`src/cacc_dlv_pkg.sv`:
```
package cacc_dlv_pkg;

  // width of one output beat from the accumulator
  parameter int dlv_data_w = 32;

  // the APB side is a plain 8-bit address, 32-bit data slave
  parameter int apb_addr_w = 8;
  parameter int apb_data_w = 32;

  // accepted-beat counter, wide enough for one layer of traffic
  parameter int beat_cnt_w = 16;

  //////////////////////////////
  // register map
  //////////////////////////////

  // offsets as seen on paddr, all word aligned
  typedef enum logic [apb_addr_w-1:0] {
    reg_op_enable  = 8'h00,
    reg_status     = 8'h04,
    reg_beat_count = 8'h08
  } reg_offset_e;

  //////////////////////////////
  // controller FSM
  //////////////////////////////

  // st_idle drops every incoming beat, st_run takes all of them
  typedef enum logic {
    st_idle,
    st_run
  } ctrl_state_e;

endpackage

```
`src/cacc_delivery_ctrl.sv`:
```
`timescale 1ns/1ps

module cacc_delivery_ctrl #(
  parameter int dbuf_depth        = 16,
  parameter int dbuf_aw           = 4,
  // at least 1, extra stages stand in for a write path with ECC
  parameter int ram_write_latency = 1
) (
  input  logic                                nvdla_core_clk,
  input  logic                                rst_n,
  input  logic                                op_en,
  input  logic                                dlv_valid,
  input  logic [cacc_dlv_pkg::dlv_data_w-1:0] dlv_data,
  input  logic                                dlv_stripe_end,
  input  logic                                dlv_layer_end,
  input  logic                                rd_ready,
  output logic                                dlv_accept,
  output logic                                done,
  output logic                                wr_en,
  output logic [dbuf_aw-1:0]                  wr_addr,
  output logic [cacc_dlv_pkg::dlv_data_w-1:0] wr_data,
  output logic                                rd_en,
  output logic [dbuf_aw-1:0]                  rd_addr,
  output logic                                rd_layer_end,
  output logic [dbuf_aw:0]                    dbuf_free
);

  cacc_dlv_pkg::ctrl_state_e      state;
  cacc_dlv_pkg::ctrl_state_e      state_nxt;
  logic                           layer_done;
  logic [dbuf_aw-1:0]             wr_ptr;
  logic [ram_write_latency-1:0]   push_dly;
  logic                           avl_add;
  logic [dbuf_aw:0]               avl_cnt;
  logic                           pop;
  logic [dbuf_aw-1:0]             rd_addr_q;
  logic [dbuf_aw-1:0]             tag0_addr;
  logic [dbuf_aw-1:0]             tag1_addr;
  logic                           tag0_vld;
  logic                           tag1_vld;

  // buffer addresses run 0 .. dbuf_depth-1 and then wrap
  function automatic logic [dbuf_aw-1:0] addr_inc(input logic [dbuf_aw-1:0] a);
    addr_inc = (a == dbuf_aw'(dbuf_depth - 1)) ? '0 : a + 1'b1;
  endfunction

  //////////////////////////////
  // operation FSM
  //////////////////////////////

  // the last beat of a layer carries both end flags
  assign dlv_accept = dlv_valid & (state == cacc_dlv_pkg::st_run);
  assign layer_done = dlv_accept & dlv_stripe_end & dlv_layer_end;

  always_comb begin
    state_nxt = state;
    case (state)
      // op_en is still high during the done cycle, so done blocks a restart
      cacc_dlv_pkg::st_idle: if (op_en && !done) state_nxt = cacc_dlv_pkg::st_run;
      cacc_dlv_pkg::st_run:  if (layer_done || !op_en) state_nxt = cacc_dlv_pkg::st_idle;
      default:               state_nxt = cacc_dlv_pkg::st_idle;
    endcase
  end

  always_ff @(posedge nvdla_core_clk or negedge rst_n) begin
    if (!rst_n) begin
      state <= cacc_dlv_pkg::st_idle;
      done  <= 1'b0;
    end else begin
      state <= state_nxt;
      done  <= layer_done;
    end
  end

  //////////////////////////////
  // write side
  //////////////////////////////

  // wr_ptr is where the next accepted beat will land
  always_ff @(posedge nvdla_core_clk or negedge rst_n) begin
    if (!rst_n) begin
      wr_en   <= 1'b0;
      wr_addr <= '0;
      wr_ptr  <= '0;
    end else begin
      wr_en <= dlv_accept;
      if (dlv_accept) begin
        wr_addr <= wr_ptr;
        wr_ptr  <= addr_inc(wr_ptr);
      end
    end
  end

  always_ff @(posedge nvdla_core_clk) begin
    if (dlv_accept) begin
      wr_data <= dlv_data;
    end
  end

  // an entry becomes readable only after the write has settled in the RAM
  always_ff @(posedge nvdla_core_clk or negedge rst_n) begin
    if (!rst_n) begin
      push_dly <= '0;
    end else begin
      push_dly[0] <= dlv_accept;
      for (int i = 1; i < ram_write_latency; i++) begin
        push_dly[i] <= push_dly[i-1];
      end
    end
  end

  assign avl_add = push_dly[ram_write_latency-1];

  //////////////////////////////
  // read side
  //////////////////////////////

  // the read request is purely combinational from the available count
  assign rd_en   = (avl_cnt != '0);
  assign pop     = rd_en & rd_ready;
  assign rd_addr = rd_addr_q;

  always_ff @(posedge nvdla_core_clk or negedge rst_n) begin
    if (!rst_n) begin
      avl_cnt   <= '0;
      rd_addr_q <= '0;
      dbuf_free <= (dbuf_aw + 1)'(dbuf_depth);
    end else begin
      if (avl_add != pop) begin
        avl_cnt <= avl_add ? avl_cnt + 1'b1 : avl_cnt - 1'b1;
      end
      if (pop) begin
        rd_addr_q <= addr_inc(rd_addr_q);
      end
      // free space counts from acceptance, so the upstream sees it early
      if (dlv_accept != pop) begin
        dbuf_free <= dlv_accept ? dbuf_free - 1'b1 : dbuf_free + 1'b1;
      end
    end
  end

  //////////////////////////////
  // layer-end tags
  //////////////////////////////

  // a two-deep queue of last-beat addresses, tag0 is the head
  assign rd_layer_end = pop & tag0_vld & (rd_addr_q == tag0_addr);

  always_ff @(posedge nvdla_core_clk or negedge rst_n) begin
    if (!rst_n) begin
      tag0_vld  <= 1'b0;
      tag1_vld  <= 1'b0;
      tag0_addr <= '0;
      tag1_addr <= '0;
    end else begin
      case ({layer_done, rd_layer_end})
        2'b10: begin
          if (!tag0_vld) begin
            tag0_vld  <= 1'b1;
            tag0_addr <= wr_ptr;
          end else begin
            tag1_vld  <= 1'b1;
            tag1_addr <= wr_ptr;
          end
        end
        2'b01: begin
          tag0_vld  <= tag1_vld;
          tag0_addr <= tag1_addr;
          tag1_vld  <= 1'b0;
        end
        2'b11: begin
          // head retires while a new tag arrives, the queue shifts by one
          tag0_addr <= tag1_vld ? tag1_addr : wr_ptr;
          if (tag1_vld) begin
            tag1_addr <= wr_ptr;
          end
        end
        default: begin
          tag0_vld <= tag0_vld;
        end
      endcase
    end
  end

  a_avl_bound: assert property (
    @(posedge nvdla_core_clk) disable iff (!rst_n)
    avl_cnt <= (dbuf_aw + 1)'(dbuf_depth)
  );

  // the accumulator must throttle on dbuf_free
  a_no_accept_when_full: assert property (
    @(posedge nvdla_core_clk) disable iff (!rst_n)
    dlv_accept |-> dbuf_free != '0
  );

endmodule

```
`src/cacc_dlv_buffer.sv`:
```
`timescale 1ns/1ps

module cacc_dlv_buffer #(
  parameter int dbuf_depth = 16,
  parameter int dbuf_aw    = 4
) (
  input  logic                                nvdla_core_clk,
  input  logic                                wr_en,
  input  logic [dbuf_aw-1:0]                  wr_addr,
  input  logic [cacc_dlv_pkg::dlv_data_w-1:0] wr_data,
  input  logic                                rd_en,
  input  logic [dbuf_aw-1:0]                  rd_addr,
  output logic [cacc_dlv_pkg::dlv_data_w-1:0] rd_data
);

  // one entry per finished output beat
  logic [cacc_dlv_pkg::dlv_data_w-1:0] mem [dbuf_depth];

  //////////////////////////////
  // write port
  //////////////////////////////

  always_ff @(posedge nvdla_core_clk) begin
    if (wr_en) begin
      mem[wr_addr] <= wr_data;
    end
  end

  //////////////////////////////
  // read port
  //////////////////////////////

  // registered read, data shows up the cycle after the request
  // the output stage only takes it when the request was actually popped
  always_ff @(posedge nvdla_core_clk) begin
    if (rd_en) begin
      rd_data <= mem[rd_addr];
    end
  end

endmodule

```
`src/cacc_dlv_out.sv`:
```
`timescale 1ns/1ps

module cacc_dlv_out (
  input  logic                                nvdla_core_clk,
  input  logic                                rst_n,
  input  logic                                rd_en,
  input  logic                                rd_layer_end,
  input  logic [cacc_dlv_pkg::dlv_data_w-1:0] rd_data,
  input  logic                                sdp_ready,
  output logic                                rd_ready,
  output logic                                sdp_valid,
  output logic [cacc_dlv_pkg::dlv_data_w-1:0] sdp_data,
  output logic                                sdp_layer_end
);

  logic                                rd_pend;
  logic                                pend_end;
  logic                                pull;
  logic [1:0]                          held;
  logic                                wr_sel;
  logic                                rd_sel;
  logic [cacc_dlv_pkg::dlv_data_w-1:0] beat_data [2];
  logic [1:0]                          beat_end;

  //////////////////////////////
  // read tracking
  //////////////////////////////

  // a popped read lands one cycle later, so it already owns a slot
  assign rd_ready = (held + 2'(rd_pend)) < 2'd2;
  assign pull     = sdp_valid & sdp_ready;

  always_ff @(posedge nvdla_core_clk or negedge rst_n) begin
    if (!rst_n) begin
      rd_pend  <= 1'b0;
      pend_end <= 1'b0;
    end else begin
      rd_pend  <= rd_en & rd_ready;
      pend_end <= rd_layer_end;
    end
  end

  //////////////////////////////
  // two-entry holding FIFO
  //////////////////////////////

  always_ff @(posedge nvdla_core_clk or negedge rst_n) begin
    if (!rst_n) begin
      held   <= '0;
      wr_sel <= 1'b0;
      rd_sel <= 1'b0;
    end else begin
      if (rd_pend != pull) begin
        held <= rd_pend ? held + 1'b1 : held - 1'b1;
      end
      if (rd_pend) begin
        wr_sel <= ~wr_sel;
      end
      if (pull) begin
        rd_sel <= ~rd_sel;
      end
    end
  end

  // the layer-end flag rides next to its data
  always_ff @(posedge nvdla_core_clk) begin
    if (rd_pend) begin
      beat_data[wr_sel] <= rd_data;
      beat_end[wr_sel]  <= pend_end;
    end
  end

  assign sdp_valid     = (held != '0);
  assign sdp_data      = beat_data[rd_sel];
  assign sdp_layer_end = sdp_valid & beat_end[rd_sel];

  // a stalled beat must not move or change until the post-processor takes it
  a_sdp_hold: assert property (
    @(posedge nvdla_core_clk) disable iff (!rst_n)
    sdp_valid && !sdp_ready |=> sdp_valid && $stable(sdp_data)
  );

endmodule

```
`src/cacc_dlv_regs.sv`:
```
`timescale 1ns/1ps

module cacc_dlv_regs (
  input  logic                                nvdla_core_clk,
  input  logic                                rst_n,
  input  logic                                psel,
  input  logic                                penable,
  input  logic                                pwrite,
  input  logic [cacc_dlv_pkg::apb_addr_w-1:0] paddr,
  input  logic [cacc_dlv_pkg::apb_data_w-1:0] pwdata,
  input  logic                                done,
  input  logic                                dlv_accept,
  output logic [cacc_dlv_pkg::apb_data_w-1:0] prdata,
  output logic                                pready,
  output logic                                pslverr,
  output logic                                op_en
);

  cacc_dlv_pkg::reg_offset_e        reg_off;
  logic                             addr_hit;
  logic                             apb_wr;
  logic                             done_flag;
  logic [cacc_dlv_pkg::beat_cnt_w-1:0] beat_cnt;

  //////////////////////////////
  // address decode
  //////////////////////////////

  // the whole address is the offset, there is no base to strip
  assign reg_off = cacc_dlv_pkg::reg_offset_e'(paddr);

  always_comb begin
    case (reg_off)
      cacc_dlv_pkg::reg_op_enable,
      cacc_dlv_pkg::reg_status,
      cacc_dlv_pkg::reg_beat_count: addr_hit = 1'b1;
      default:                      addr_hit = 1'b0;
    endcase
  end

  // a write only takes effect in the access phase and only on a mapped offset
  assign apb_wr = psel & penable & pwrite & addr_hit;

  // no wait states, every access completes in its first access phase
  assign pready  = 1'b1;
  assign pslverr = psel & penable & ~addr_hit;

  // read mux, unused upper bits read back as zero
  always_comb begin
    prdata = '0;
    case (reg_off)
      cacc_dlv_pkg::reg_op_enable:  prdata[0] = op_en;
      cacc_dlv_pkg::reg_status:     prdata[0] = done_flag;
      cacc_dlv_pkg::reg_beat_count: prdata[cacc_dlv_pkg::beat_cnt_w-1:0] = beat_cnt;
      default:                      prdata = '0;
    endcase
  end

  //////////////////////////////
  // register state
  //////////////////////////////

  // op enable drops by itself once the layer is done, so software only arms it
  always_ff @(posedge nvdla_core_clk or negedge rst_n) begin
    if (!rst_n) begin
      op_en <= 1'b0;
    end else if (done) begin
      op_en <= 1'b0;
    end else if (apb_wr && reg_off == cacc_dlv_pkg::reg_op_enable) begin
      op_en <= pwdata[0];
    end
  end

  // sticky done, a set from hardware wins over a software clear in the same cycle
  always_ff @(posedge nvdla_core_clk or negedge rst_n) begin
    if (!rst_n) begin
      done_flag <= 1'b0;
    end else if (done) begin
      done_flag <= 1'b1;
    end else if (apb_wr && reg_off == cacc_dlv_pkg::reg_status && pwdata[0]) begin
      done_flag <= 1'b0;
    end
  end

  // arming a new operation restarts the count of accepted beats
  always_ff @(posedge nvdla_core_clk or negedge rst_n) begin
    if (!rst_n) begin
      beat_cnt <= '0;
    end else if (apb_wr && reg_off == cacc_dlv_pkg::reg_op_enable && pwdata[0]) begin
      beat_cnt <= '0;
    end else if (dlv_accept) begin
      beat_cnt <= beat_cnt + 1'b1;
    end
  end

  // the setup phase must come first, penable may only rise with psel held
  a_penable_needs_psel: assert property (
    @(posedge nvdla_core_clk) disable iff (!rst_n)
    $rose(penable) |-> psel
  );

endmodule

```
`src/cacc_dlv_top.sv`:
```
`timescale 1ns/1ps

module cacc_dlv_top #(
  parameter int dbuf_depth        = 16,
  parameter int dbuf_aw           = 4,
  parameter int ram_write_latency = 1
) (
  input  logic                                nvdla_core_clk,
  input  logic                                rst_n,
  // APB slave
  input  logic                                psel,
  input  logic                                penable,
  input  logic                                pwrite,
  input  logic [cacc_dlv_pkg::apb_addr_w-1:0] paddr,
  input  logic [cacc_dlv_pkg::apb_data_w-1:0] pwdata,
  output logic [cacc_dlv_pkg::apb_data_w-1:0] prdata,
  output logic                                pready,
  output logic                                pslverr,
  // beats from the accumulator, no back-pressure
  input  logic                                dlv_valid,
  input  logic [cacc_dlv_pkg::dlv_data_w-1:0] dlv_data,
  input  logic                                dlv_stripe_end,
  input  logic                                dlv_layer_end,
  output logic [dbuf_aw:0]                    dbuf_free,
  // post-processor port
  output logic                                sdp_valid,
  output logic [cacc_dlv_pkg::dlv_data_w-1:0] sdp_data,
  output logic                                sdp_layer_end,
  input  logic                                sdp_ready
);

  logic                                op_en;
  logic                                done;
  logic                                dlv_accept;
  logic                                wr_en;
  logic [dbuf_aw-1:0]                  wr_addr;
  logic [cacc_dlv_pkg::dlv_data_w-1:0] wr_data;
  logic                                rd_en;
  logic [dbuf_aw-1:0]                  rd_addr;
  logic                                rd_layer_end;
  logic                                rd_ready;
  logic [cacc_dlv_pkg::dlv_data_w-1:0] rd_data;

  cacc_dlv_regs u_regs (
    .nvdla_core_clk (nvdla_core_clk),
    .rst_n          (rst_n),
    .psel           (psel),
    .penable        (penable),
    .pwrite         (pwrite),
    .paddr          (paddr),
    .pwdata         (pwdata),
    .done           (done),
    .dlv_accept     (dlv_accept),
    .prdata         (prdata),
    .pready         (pready),
    .pslverr        (pslverr),
    .op_en          (op_en)
  );

  cacc_delivery_ctrl #(
    .dbuf_depth        (dbuf_depth),
    .dbuf_aw           (dbuf_aw),
    .ram_write_latency (ram_write_latency)
  ) u_ctrl (
    .nvdla_core_clk (nvdla_core_clk),
    .rst_n          (rst_n),
    .op_en          (op_en),
    .dlv_valid      (dlv_valid),
    .dlv_data       (dlv_data),
    .dlv_stripe_end (dlv_stripe_end),
    .dlv_layer_end  (dlv_layer_end),
    .rd_ready       (rd_ready),
    .dlv_accept     (dlv_accept),
    .done           (done),
    .wr_en          (wr_en),
    .wr_addr        (wr_addr),
    .wr_data        (wr_data),
    .rd_en          (rd_en),
    .rd_addr        (rd_addr),
    .rd_layer_end   (rd_layer_end),
    .dbuf_free      (dbuf_free)
  );

  cacc_dlv_buffer #(
    .dbuf_depth (dbuf_depth),
    .dbuf_aw    (dbuf_aw)
  ) u_buffer (
    .nvdla_core_clk (nvdla_core_clk),
    .wr_en          (wr_en),
    .wr_addr        (wr_addr),
    .wr_data        (wr_data),
    .rd_en          (rd_en),
    .rd_addr        (rd_addr),
    .rd_data        (rd_data)
  );

  cacc_dlv_out u_out (
    .nvdla_core_clk (nvdla_core_clk),
    .rst_n          (rst_n),
    .rd_en          (rd_en),
    .rd_layer_end   (rd_layer_end),
    .rd_data        (rd_data),
    .sdp_ready      (sdp_ready),
    .rd_ready       (rd_ready),
    .sdp_valid      (sdp_valid),
    .sdp_data       (sdp_data),
    .sdp_layer_end  (sdp_layer_end)
  );

endmodule

```
`config.mk`:
```
export PLATFORM = sky130hd
export DESIGN_NAME = cacc_dlv_top
export DESIGN_NICKNAME = d
export VERILOG_FILES = /design/src/cacc_dlv_pkg.sv /design/src/cacc_delivery_ctrl.sv /design/src/cacc_dlv_buffer.sv /design/src/cacc_dlv_out.sv /design/src/cacc_dlv_regs.sv /design/src/cacc_dlv_top.sv
export SDC_FILE = /design/constraint.sdc
export NUM_CORES = 1
export LEC_CHECK = 0
export CORE_MARGIN = 2
export CORE_UTILIZATION = 55
export CTS_CLUSTER_SIZE = 20
export DETAILED_ROUTE_END_ITERATION = 6
export DONT_BUFFER_PORTS = 1
export PLACE_DENSITY = 0.7
export SYNTH_ARGS = -nofsm -noshare
export SYNTH_HDL_FRONTEND = slang
export SYNTH_SLANG_ARGS = --single-unit
```
`constraint.sdc`:
```
create_clock -name nvdla_core_clk -period 5.2 [get_ports nvdla_core_clk]
set_clock_uncertainty 0.05 [all_clocks]
set_input_delay 0.78 -clock nvdla_core_clk [delete_from_list [all_inputs] [get_ports nvdla_core_clk]]
set_output_delay 0.78 -clock nvdla_core_clk [all_outputs]
set_load 0.01 [all_outputs]
```
==> results.tsv <==
stage	metric	value	unit
sta	final setup TNS	0	ps
power	Internal Pwr Total	11.21	mW
finish	FF+latch area	20770	sq um
min_path	Worst Hold Class	input port to register	
detailed_routing	Via density	5.902	
grt	global-route wire length before repair	76380	um
detailed_routing	DR vias	12440	
floorplanning	die height	226.1	um
sta	Final setup viols	0	
detailed_routing	Pre-Repair DR Iteration Count	5	
detailed_routing	final wirelength	51290	um
synthesis	Synth Flop Type	edfxtp_1	
sta	unrepaired setup endpoints after global routing	false	
grt	largest net degree at the start of global routing	83	
floorplanning	I/O Pins	154	
cts	CTS Hold Buffers Added	2	
floorplanning	Core Area	48850	sq um
power	Clock power frac	0.313	
power	Gate power share	0.223	
finish	share of layout cells above drive strength 1	0.2134	
worst_setup_path	crit start category	register	
power	power per cell area	510.3	nW/um^2
placed_design	Inst Count DP	1981	
synthesis	Async SR Flop Fraction	0.08417	
sta	Fmax	0.3014	GHz
sta	minimum clock period	3318	ps
placed_design	Final GP Congestion	0.7525	
grt	GRT Total Usage	0.2063	
detailed_routing	post-route ant nets	0	
finish	most used cells in the layout excluding fill and tap cells	edfxtp_1 (642), mux4_2 (128), clkbuf_16 (75)	
finish	area delta synth->final	11.48	%
cts	CTS tree	built	
grt	GRT busiest layer	met2	
cts	Reg clk slew, reported paths	60	ps
finish	fillers	3371	
sta	Slew HR	0.2493	
worst_setup_path	Critical Path Start	u_ctrl.state$_DFF_PN0_	
detailed_routing	# DRC	0	
worst_setup_path	kind of critical path	register to register	
floorplanning	Die Width	226.1	um
grt	met2 Usage GRT	0.3201	
power	Leak	9.967	nW
finish	commonest non-fill, non-tap cell in the layout	edfxtp_1	
cts	CTS Sinks	701	
power	worst vdd ir	0.4290	mV
synthesis	YS warnings	0	
run	maxcap violations	0	
grt	initial antenna violation count	6	
worst_setup_path	critical path arrival	3740	ps
cts	postcts setup bufs	0	
synthesis	Unique masters post-synth	48	
cts	Clock Tree Buf Depth	3	
placed_design	Port-buffer cells	0	
floorplanning	Initial Util	0.5554	
status	status	completed	
finish	nets	1488	
cts	Resized Gates After CTS	0	
sta	final worst path period share	0.6380	
worst_setup_path	crit path max fanout	23	
placed_design	DP Wirelength	27820	um
floorplanning	die area	51120	sq um
worst_setup_path	Worst Setup End Kind	register	
grt	met3 Usage GRT	0.04476	
power	switching pwr	4.219	mW
finish	final core occ	0.6192	
worst_setup_path	reg-to-reg startpoint	u_ctrl.state$_DFF_PN0_	
synthesis	sequential share of the synthesized area	0.7650	
synthesis	Synth Area per Inst	20.11	sq um
cts	CTS Buf Count	71	
sta	Worst-Margin Slew	1117	ps
finish	area of the multi-input gates	6098	sq um
synthesis	Synth Instances	1349	
cts	Root Driver	clkbuf_16	
power	Flop pwr share	0.465	
synthesis	Mapped Area	27130	sq um
sta	final hold vios	0	
cts	Clk Latency, worst-skew pair	600	ps
floorplanning	floorplan row count	81	
detailed_routing	Initial DRC Count	1170	
min_path	hold path start	dlv_data[29]	
grt	met1 usage	0.2973	
cts	H-tree levels	3	
finish	# diodes	0	
sta	Final Max Slew Viols	0	
worst_setup_path	required time worst endpoint	5620	ps
detailed_routing	routed len/inst	24.34	um
grt	vias in the first global route	12230	
grt	gr ovfl total	0	
synthesis	Seq cells post-synth	701	
synthesis	EDFF count, synth	642	
power	overall power	15.43	mW
finish	Post-Layout Cell Count	2107	
power	Sw Ratio	0.2733	
[final timing paths]
kind                                               endpoint  slack (ps)  cells after the start
min                            u_ctrl.wr_data[29]$_DFFE_PP_         220                      0
max reg2reg                 u_ctrl.tag1_addr[2]$_DFFE_PN0P_        1880                      8
max                         u_ctrl.tag1_addr[2]$_DFFE_PN0P_        1880                      8
min in group asynchronous     u_ctrl.avl_cnt[1]$_DFFE_PN0P_         680                      2
min reg2reg                u_out.beat_data[0][30]$_DFFE_PP_         390                      0
max in group asynchronous   u_ctrl.dbuf_free[4]$_DFFE_PN1P_        4110                      2
[power by group through the flow]
| stage | Clock (mW) | Combinational [mW] | Sequential, mW |
|---|---|---|---|
| floorplan | 0 | 2.86 | 7.04 |
| global placement | 0 | 3.44 | 7.26 |
| detailed placement | 0 | 3.48 | 7.29 |
| CTS | 4.92 | 3.51 | 7.18 |
| global route | 5.14 | 3.77 | 7.24 |
| finish | 4.82 | 3.43 | 7.18 |
[final cells by class]
| type | instances | share of cell area |
|---|---|---|
| flip-flops and latches | 701 | 0.6867 |
| multi-input cells | 572 | 0.2016 |
| clock buffers | 91 | 0.06404 |
| well taps | 664 | 0.02747 |
| repair buffers | 34 | 0.01001 |
| clock inverters | 33 | 0.008605 |
| inverters | 12 | 0.001572 |
[registers in the layout, summed over array words and instances (netlist names), 2 cells and up]
| name | cells |
|---|---|
| u_buffer.mem | 512 |
| u_out.beat_data | 64 |
| u_buffer.rd_data | 32 |
| u_ctrl.wr_data | 32 |
| u_regs.beat_cnt | 16 |
| u_ctrl.avl_cnt | 5 |
| u_ctrl.dbuf_free | 5 |
| u_ctrl.rd_addr | 4 |
| u_ctrl.tag0_addr | 4 |
| u_ctrl.tag1_addr | 4 |
| u_ctrl.wr_addr | 4 |
| u_ctrl.wr_ptr | 4 |
| u_out.beat_end | 2 |
| u_out.held | 2 |
[Yosys cell counts, types with 9 or more instances]
cell | instances | share of area
buf_2 | 21 | 0.0039
nor2_1 | 40 | 0.0055
mux4_2 | 128 | 0.11
dfrtp_1 | 58 | 0.053
xnor2_1 | 18 | 0.0058
buf_4 | 18 | 0.0050
nor2b_1 | 39 | 0.0090
a21oi_1 | 44 | 0.0081
a211oi_1 | 32 | 0.0089
clkbuf_1 | 37 | 0.0051
mux2i_1 | 36 | 0.013
mux2_1 | 16 | 0.0066
nand2_1 | 44 | 0.0061
edfxtp_1 | 642 | 0.71
ha_1 | 13 | 0.0060
mux2_2 | 25 | 0.010
xor2_1 | 14 | 0.0045
inv_1 | 9 | 0.0012
and2_1 | 17 | 0.0039
nand3_1 | 11 | 0.0020
nor3_1 | 13 | 0.0024
[metal layers]
metal | share of wire | wire length [um] | up-vias
li1 | - | - | 5470
met1 | 0.43 | 22040 | 6482
met2 | 0.48 | 24530 | 396
met3 | 0.072 | 3674 | 81
met4 | 0.020 | 1004 | 6
met5 | 0.00070 | 36 | -
[through the flow]
step | area [sq um] | hold slack [ps] | setup WS [ps]
4_1_cts | 30250 | 189.1 | 1822
3_5_place_dp | 28010 | 374.8 | 1441
2_1_floorplan | 27190 | 353.2 | 735.7
5_1_grt | 30250 | 199.0 | 1645
6_report | 30250 | 222.1 | 1882
3_3_place_gp | 28010 | 372.6 | 1603
[logic make-up after synthesis]
family	Yosys count	synth area share
DFF	701	0.7650
muxes	205	0.1366
and+or+nand+nor	191	0.03606
AOI/OAI and AO/OA	110	0.02610
buffers and inverters	91	0.01614
xor gates and xnor gates	34	0.01236
adders and majority gates	15	0.007471
other	2	0.0002768
[critical path: stages (launching register included)]
cell	delay, ps
dfrtp_1	370
nand2_1	390
inv_2	670
nand3_1	260
inv_1	210
ha_1	290
nor2_1	80
nor3_1	500
mux2_1	380
No activity file was read; power rests on OpenSTA's default activity.
